--- config.mk ---
export PLATFORM = sky130hd
export DESIGN_NAME = routerOutput
export DESIGN_NICKNAME = d
export VERILOG_FILES = /design/src/nocPkg.sv /design/src/inputPort.sv /design/src/flitFifo.sv /design/src/holdTimer.sv /design/src/outputArbiter.sv /design/src/outputSwitch.sv /design/src/routerOutput.sv
export SDC_FILE = /design/constraint.sdc
export NUM_CORES = 1
export LEC_CHECK = 0
export BUFFER_PORTS_ARGS = -buffer_cell sky130_fd_sc_hd__buf_2
export CAP_MARGIN = 20
export CORE_UTILIZATION = 55
export CTS_BUF_LIST = sky130_fd_sc_hd__clkbuf_4 sky130_fd_sc_hd__clkbuf_8
export DETAILED_ROUTE_END_ITERATION = 8
export GPL_TIMING_DRIVEN = 0
export PLACE_DENSITY = 0.73
export SLEW_MARGIN = 20
export SYNTH_ARGS = -nofsm -noshare
export SYNTH_HDL_FRONTEND = slang
export SYNTH_SLANG_ARGS = --single-unit
export TNS_END_PERCENT = 100
--- constraint.sdc ---
create_clock -name clk -period 5.1 [get_ports clk]
set_clock_uncertainty 0.15 [all_clocks]
set_input_delay 0.255 -clock clk [delete_from_list [all_inputs] [get_ports clk]]
set_output_delay 0.255 -clock clk [all_outputs]
set_load 0.005 [all_outputs]
--- src/nocPkg.sv ---
package nocPkg;

  ////////////////////////////////////////////////////////////
  // sizes.

  localparam int numPorts    = 5;
  localparam int lengthWidth = 12; // length field and timer count.

  ////////////////////////////////////////////////////////////
  // encodings.

  // one-hot flit kind.
  typedef enum logic [2:0] {
    kindHeader = 3'b001,
    kindBody   = 3'b010,
    kindTail   = 3'b100
  } flitKindT;

  typedef enum logic [2:0] {
    portL,
    portN,
    portE,
    portW,
    portS
  } portIdT;

  // arbiter state with bit p+1 naming port p.
  typedef enum logic [5:0] {
    grantIdle = 6'b000001,
    grantL    = 6'b000010,
    grantN    = 6'b000100,
    grantE    = 6'b001000,
    grantW    = 6'b010000,
    grantS    = 6'b100000
  } grantT;

  ////////////////////////////////////////////////////////////
  // flits.

  typedef struct packed {
    flitKindT               kind;
    logic [lengthWidth-1:0] payload; // cycles of hold in a header.
  } flitT;

  typedef struct packed {
    portIdT src;
    flitT   flit;
  } outFlitT;

endpackage

--- src/inputPort.sv ---
`timescale 1ns/1ps

module inputPort (
  input  logic         clk,
  input  logic         rst,
  input  logic         inValid,
  input  nocPkg::flitT inFlit,
  input  logic         full,
  output logic         wrEn,
  output nocPkg::flitT wrFlit,
  output logic [7:0]   dropCount
);
  import nocPkg::*;

  logic inPacket; // accepted header seen, tail not yet.
  logic framed;
  logic drop;

  ////////////////////////////////////////////////////////////
  // framing check.

  always_comb
  begin
    if (inPacket)
      framed = (inFlit.kind == kindBody) || (inFlit.kind == kindTail);
    else
      framed = (inFlit.kind == kindHeader);
  end

  // write at the strobe edge.
  assign wrEn   = inValid && framed && !full;
  assign wrFlit = inFlit;
  assign drop   = inValid && !wrEn; // one pulse per lost flit.

  // packet state follows accepted flits only.
  always_ff @(posedge clk)
  begin
    if (rst)
      inPacket <= 1'b0;
    else if (wrEn)
    begin
      if (inFlit.kind == kindHeader)
        inPacket <= 1'b1;
      else if (inFlit.kind == kindTail)
        inPacket <= 1'b0;
    end
  end

  ////////////////////////////////////////////////////////////
  // drop counter.

  always_ff @(posedge clk)
  begin
    if (rst)
      dropCount <= '0;
    else if (drop && (dropCount != 8'hff)) // saturates.
      dropCount <= dropCount + 8'd1;
  end

endmodule

--- src/flitFifo.sv ---
`timescale 1ns/1ps

module flitFifo #(
  parameter int fifoDepth = 4
) (
  input  logic         clk,
  input  logic         rst,
  input  logic         wrEn,
  input  nocPkg::flitT wrFlit,
  input  logic         rdEn,
  output nocPkg::flitT head,
  output logic         empty,
  output logic         full
);
  import nocPkg::*;

  localparam int ptrWidth = (fifoDepth > 1) ? $clog2(fifoDepth) : 1;
  localparam int cntWidth = ptrWidth + 1;

  flitT                mem [fifoDepth];
  logic [ptrWidth-1:0] wrPtr;
  logic [ptrWidth-1:0] rdPtr;
  logic [cntWidth-1:0] count;
  logic                doWrite;
  logic                doRead;

  // wrap at the last slot.
  function automatic logic [ptrWidth-1:0] nextPtr(input logic [ptrWidth-1:0] ptr);
    if (ptr == ptrWidth'(fifoDepth - 1))
      return '0;
    return ptr + 1'b1;
  endfunction

  assign doWrite = wrEn && !full;
  assign doRead  = rdEn && !empty;

  assign empty = (count == '0);
  assign full  = (count == cntWidth'(fifoDepth));
  assign head  = mem[rdPtr];

  always_ff @(posedge clk)
  begin
    if (doWrite)
      mem[wrPtr] <= wrFlit;
  end

  ////////////////////////////////////////////////////////////
  // pointers and level.

  always_ff @(posedge clk)
  begin
    if (rst)
    begin
      wrPtr <= '0;
      rdPtr <= '0;
      count <= '0;
    end
    else
    begin
      if (doWrite)
        wrPtr <= nextPtr(wrPtr);
      if (doRead)
        rdPtr <= nextPtr(rdPtr);
      case ({doWrite, doRead})
        2'b10:   count <= count + 1'b1;
        2'b01:   count <= count - 1'b1;
        default: count <= count; // both or neither.
      endcase
    end
  end

endmodule

--- src/holdTimer.sv ---
`timescale 1ns/1ps

module holdTimer (
  input  logic                           clk,
  input  logic                           rst,
  input  logic                           popHeader,
  input  logic [nocPkg::lengthWidth-1:0] length,
  input  logic                           run,
  output logic                           timesUp
);
  import nocPkg::*;

  logic [lengthWidth-1:0] limit; // from the last popped header.
  logic [lengthWidth-1:0] count;

  always_ff @(posedge clk)
  begin
    if (rst)
    begin
      limit <= '0;
      count <= '0;
    end
    else
    begin
      if (popHeader)
        limit <= length;
      if (run)
        count <= count + 1'b1;
      else
        count <= '0; // restart once the hold ends.
    end
  end

  assign timesUp = (count == limit);

endmodule

--- src/outputArbiter.sv ---
`timescale 1ns/1ps

module outputArbiter (
  input  logic                                 clk,
  input  logic                                 rst,
  input  logic         [nocPkg::numPorts-1:0] req,
  input  logic         [nocPkg::numPorts-1:0] pop,
  input  nocPkg::flitT [nocPkg::numPorts-1:0] headFlit,
  output nocPkg::grantT                        grant
);
  import nocPkg::*;

  grantT               nextGrant;
  portIdT              holder;
  logic [numPorts-1:0] run;
  logic [numPorts-1:0] timesUp;

  // first requester from port start within span ports.
  function automatic grantT firstReq(
    input logic [numPorts-1:0] r,
    input int                  start,
    input int                  span
  );
    grantT pick;
    int    idx;
    pick = grantIdle;
    for (int k = numPorts - 1; k >= 0; k--)
    begin
      idx = (start + k) % numPorts;
      if ((k < span) && r[idx])
        pick = grantT'(6'b000010 << idx); // earliest one wins.
    end
    return pick;
  endfunction

  ////////////////////////////////////////////////////////////
  // hold timers.

  for (genvar p = 0; p < numPorts; p++)
  begin : timerGen
    holdTimer holdTimer_inst (
      .clk       (clk),
      .rst       (rst),
      .popHeader (pop[p] && (headFlit[p].kind == kindHeader)),
      .length    (headFlit[p].payload),
      .run       (run[p]),
      .timesUp   (timesUp[p])
    );
  end

  ////////////////////////////////////////////////////////////
  // grant state machine.

  always_comb
  begin
    holder = portL;
    for (int p = 0; p < numPorts; p++)
    begin
      if (grant[p + 1])
        holder = portIdT'(p);
    end
  end

  always_comb
  begin
    run       = '0;
    nextGrant = grant;
    case (grant)
      grantIdle:
        nextGrant = firstReq(req, int'(portL), numPorts); // fixed L, N, E, W, S.
      grantL, grantN, grantE, grantW, grantS:
      begin
        // west holds like every other port.
        if (req[holder] && !timesUp[holder])
        begin
          run[holder] = 1'b1;
          nextGrant   = grant;
        end
        else
        begin
          // rotate past the holder or go idle.
          nextGrant = firstReq(req, int'(holder) + 1, numPorts - 1);
        end
      end
      default:
        nextGrant = grantIdle;
    endcase
  end

  always_ff @(posedge clk)
  begin
    if (rst)
      grant <= grantIdle;
    else
      grant <= nextGrant;
  end

endmodule

--- src/outputSwitch.sv ---
`timescale 1ns/1ps

module outputSwitch (
  input  logic                                 clk,
  input  logic                                 rst,
  input  nocPkg::grantT                        grant,
  input  logic         [nocPkg::numPorts-1:0] empty,
  input  nocPkg::flitT [nocPkg::numPorts-1:0] heads,
  output logic         [nocPkg::numPorts-1:0] pop,
  output logic                                 outValid,
  output nocPkg::outFlitT                      outFlit
);
  import nocPkg::*;

  outFlitT selFlit;

  ////////////////////////////////////////////////////////////
  // grant decode and head select.

  always_comb
  begin
    pop          = '0;
    selFlit.src  = portL;
    selFlit.flit = heads[0];
    for (int p = 0; p < numPorts; p++)
    begin
      pop[p] = grant[p + 1] && !empty[p];
      if (grant[p + 1])
      begin
        selFlit.src  = portIdT'(p);
        selFlit.flit = heads[p];
      end
    end
  end

  ////////////////////////////////////////////////////////////
  // output register.

  always_ff @(posedge clk)
  begin
    if (rst)
      outValid <= 1'b0;
    else
      outValid <= |pop; // one cycle after the pop.
  end

  always_ff @(posedge clk)
  begin
    if (|pop)
      outFlit <= selFlit;
  end

endmodule

--- src/routerOutput.sv ---
`timescale 1ns/1ps

module routerOutput #(
  parameter int fifoDepth = 4
) (
  input  logic                                 clk,
  input  logic                                 rst,
  input  logic         [nocPkg::numPorts-1:0] inValid,
  input  nocPkg::flitT [nocPkg::numPorts-1:0] inFlit,
  output logic                                 outValid,
  output nocPkg::outFlitT                      outFlit,
  output logic [nocPkg::numPorts-1:0][7:0]    dropCount
);
  import nocPkg::*;

  logic  [numPorts-1:0] wrEn;
  flitT  [numPorts-1:0] wrFlit;
  logic  [numPorts-1:0] full;
  logic  [numPorts-1:0] empty;
  flitT  [numPorts-1:0] heads;
  logic  [numPorts-1:0] pop;
  grantT                grant;

  ////////////////////////////////////////////////////////////
  // per-port input stage and buffer.

  for (genvar p = 0; p < numPorts; p++)
  begin : portGen
    inputPort inputPort_inst (
      .clk       (clk),
      .rst       (rst),
      .inValid   (inValid[p]),
      .inFlit    (inFlit[p]),
      .full      (full[p]),
      .wrEn      (wrEn[p]),
      .wrFlit    (wrFlit[p]),
      .dropCount (dropCount[p])
    );

    flitFifo #(
      .fifoDepth (fifoDepth)
    ) flitFifo_inst (
      .clk    (clk),
      .rst    (rst),
      .wrEn   (wrEn[p]),
      .wrFlit (wrFlit[p]),
      .rdEn   (pop[p]),
      .head   (heads[p]),
      .empty  (empty[p]),
      .full   (full[p])
    );
  end

  ////////////////////////////////////////////////////////////
  // arbitration and output.

  outputArbiter outputArbiter_inst (
    .clk      (clk),
    .rst      (rst),
    .req      (~empty), // a port requests while it holds flits.
    .pop      (pop),
    .headFlit (heads),
    .grant    (grant)
  );

  outputSwitch outputSwitch_inst (
    .clk      (clk),
    .rst      (rst),
    .grant    (grant),
    .empty    (empty),
    .heads    (heads),
    .pop      (pop),
    .outValid (outValid),
    .outFlit  (outFlit)
  );

endmodule

==> reports/results.tsv <==
metric	value	unit
RSZ-0062 raised after global routing	false	
CTS root buf	clkbuf_8	
first-pass GRT wire length	81300	um
Post-synth EDFFs	318	
clock sink count	535	
post-CTS setup buffer count	0	
internal power	6.91	mW
Hold-fix buffers, CTS	82	
antenna viol nets, final	0	
total net switching power	1.98	mW
DIE HEIGHT	205	um
max cap viols	0	
post-cts sizing count	0	
gpl congestion	0.929	
Finished Cell Area	26600	um2
Synthesis Warnings	0	
async set or reset register ratio after synthesis	0	%
worst r2r src	outputArbiter_inst.grant[5]$_SDFFE_PP0P_	
Seq pwr share	52.2	%
post-synthesis sequential area ratio	61.4	%
Worst EP required	5470	ps
Logic pwr share	5.5	%
syn nets	1865	
Final Hold Fails	0	
# DRC	0	
HP Class	input port to flop	
Max Clk Rate	210	MHz
share of the synthesized area in the top cell type	42.2	%
CP arrival	5130	ps
H-tree levels	3	
Slew @ Worst Pin	1020	ps
status	finished, final reports clean	
TritonCTS Buffers	86	
synthesis-to-layout area growth	17.7	%
Initial DRC Count	1080	
FF-to-FF End	outputArbiter_inst.grant[4]$_SDFFE_PP0P_	
crit path max fanout	10	
GR Util All Layers	25.5	%
layout cell share with drive strength beyond 1	20.3	%
Mapped Avg Cell Area	13.0	um2
Setup Crit Path Kind	flop to flop	
R2R depth	13	
post-DR vias/cell	5.61	
hpwl dp	36800	um
Cell Pwr Density	334	nW/um2
Nets	2176	
Reg clk slew, reported paths	70	ps
core box area	40200	um2
largest net degree at the start of global routing	19	
Area contributors post-synth	edfxtp_1, dfxtp_1, mux4_2	
final wirelength	52600	um
Chip Width	205	um
Starting Density	56.3	%
I/O Buffers	139	
leakage power	9.31	nW
Critical Path Start Type	flop	
maximum vdd ir drop	282	uV
min Tclk post-route	4760	ps
register bit count reported by yosys	535	
number of global-route vias before repair	14970	
Most used DFF post-synth	edfxtp_1	
worst skew pair latency	640	ps
Fin Setup TNS	0	ps
fill cell total of the finished layout	2949	
worst setup path end	outputArbiter_inst.grant[4]$_SDFFE_PP0P_	
Final setup violation count	0	
critical path capture point type	flop	
IO Pins	141	
Initial DRT Pass Iterations	7	
origin of the worst setup path	outputArbiter_inst.grant[5]$_SDFFE_PP0P_	
post-synth cell types	80	
commonest cells after routing, fill and taps aside	edfxtp_1, nor2_1, dfxtp_1	
area leader, netlist	edfxtp_1	
die area	42000	um2
final critical-path share of the clock period	93.4	%
Post-DP Area	24000	um2
GR Overflow Total	0	
Sw Ratio	22.3	%
Total Power	8.89	mW
max_slew headroom	31.6	%
WL/cell	19.9	um
post-synthesis instance total	1736	
initial antenna violation count	1	
routed via count	14828	
commonest non-fill, non-tap cell in the layout	edfxtp_1	
CTS tree	yes	
R2R setup slack	340	ps
Slew Limit Fails	0	
Cell Area, Synth	22600	um2
Clk network pwr share	42.3	%
clock buffer depth	3	
num rows	73	
[metrics by stage]
step | worst slack (ps) | util, % | cells | hold WS, ps
final | 335 | 66.3 | 2644 | 220
after global routing | 111 | 66.3 | 2644 | 205
after CTS | 455 | 66.3 | 2643 | 177
after detailed placement | 484 | 59.8 | 2402 | 263
after global placement | 387 | 59.7 | 2400 | 263
after floorplan | 1420 | - | 1736 | 204
[kinds of logic after synthesis]
group | share of synthesized area, %
and+or+nand+nor | 11.7
muxes | 11.2
adders and majority gates | 2.76
xor gates and xnor gates | 6.00
AOI/OAI and AO/OA | 4.54
buffers and inverters | 2.38
DFF | 61.4
[worst min-delay path by stage]
stage / start / end / slack [ps] / cells past startpoint
6_report: inFlit[23] / portGen[1].flitFifo_inst.mem[0][8]$_DFFE_PP_ / 220 / 2
4_1_cts: inFlit[4] / portGen[0].flitFifo_inst.mem[3][4]$_DFFE_PP_ / 180 / 2
2_1_floorplan: inFlit[0] / portGen[0].flitFifo_inst.mem[0][0]$_DFFE_PP_ / 200 / 0
5_1_grt: inFlit[65] / portGen[4].flitFifo_inst.mem[2][5]$_DFFE_PP_ / 210 / 2
3_3_place_gp: outputArbiter_inst.grant[5]$_SDFFE_PP0P_ / outputSwitch_inst.outFlit[17]$_SDFFCE_PP1P_ / 260 / 0
3_5_place_dp: outputArbiter_inst.grant[5]$_SDFFE_PP0P_ / outputSwitch_inst.outFlit[17]$_SDFFCE_PP1P_ / 260 / 0
[registers in the layout, indices dropped and copies added, names as in the netlist, named ones only]
| name | flops |
|---|---|
| outputArbiter_inst.timerGen.holdTimer_inst.limit | 60 |
| outputArbiter_inst.timerGen.holdTimer_inst.count | 60 |
| portGen.inputPort_inst.dropCount | 40 |
| portGen.flitFifo_inst.rdPtr | 10 |
| outputSwitch_inst.outValid | 1 |
| portGen.inputPort_inst.inPacket | 5 |
| portGen.flitFifo_inst.count | 15 |
| portGen.flitFifo_inst.wrPtr | 10 |
| portGen.flitFifo_inst.mem | 300 |
| outputArbiter_inst.grant | 6 |
| outputSwitch_inst.outFlit | 18 |
[synth_stat cells (17+ instances only)]
cell type,n
dfxtp_1,217
ha_1,42
mux4_2,75
inv_1,62
nand2_1,75
nor2_1,253
xor2_1,73
nor3_1,27
o21ai_0,32
buf_2,18
xnor2_1,82
clkbuf_1,34
and3_1,26
or3_1,17
mux2i_1,84
nand3_1,57
nand4_1,25
a21oi_1,77
edfxtp_1,318
[layout make-up]
class                   count  area, um2  area share, %
well taps                 525        657           2.47
plain buffers              65        302           1.13
clock inverters            22        135          0.507
repair buffers            223       1540           5.78
flip-flops and latches    535      13900           52.1
multi-input cells        1073       8230           30.9
clock buffers             137       1650           6.19
diodes                      1       2.50        0.00939
inverters                  63        236          0.888
[per-layer routing]
metal	track usage, %	part of all wire, %
met1	35.5	44
met2	40.5	47
met3	4.22	6.4
met4	9.34	2.4
met5	0	0
[power by group through the flow]
stage | sequential, mW | combinational, mW | clock, mW
floorplan | 4.73 | 0.249 | 0
global placement | 4.73 | 0.421 | 0
detailed placement | 4.73 | 0.431 | 0
CTS | 4.64 | 0.483 | 3.81
global route | 4.64 | 0.530 | 4.01
finish | 4.64 | 0.488 | 3.76
[worst max-delay path, cell delays in order (launching register included)]
cell	delay (ps)
dfxtp_1	320
buf_2	270
buf_2	340
buf_2	320
clkbuf_1	490
nor2_1	110
ha_1	310
clkbuf_1	370
nor4b_1	390
o211ai_1	220
a31oi_1	510
and2b_1	310
nand3_1	110
a311oi_1	400
Note: power is estimated with default switching activity, not from simulation.
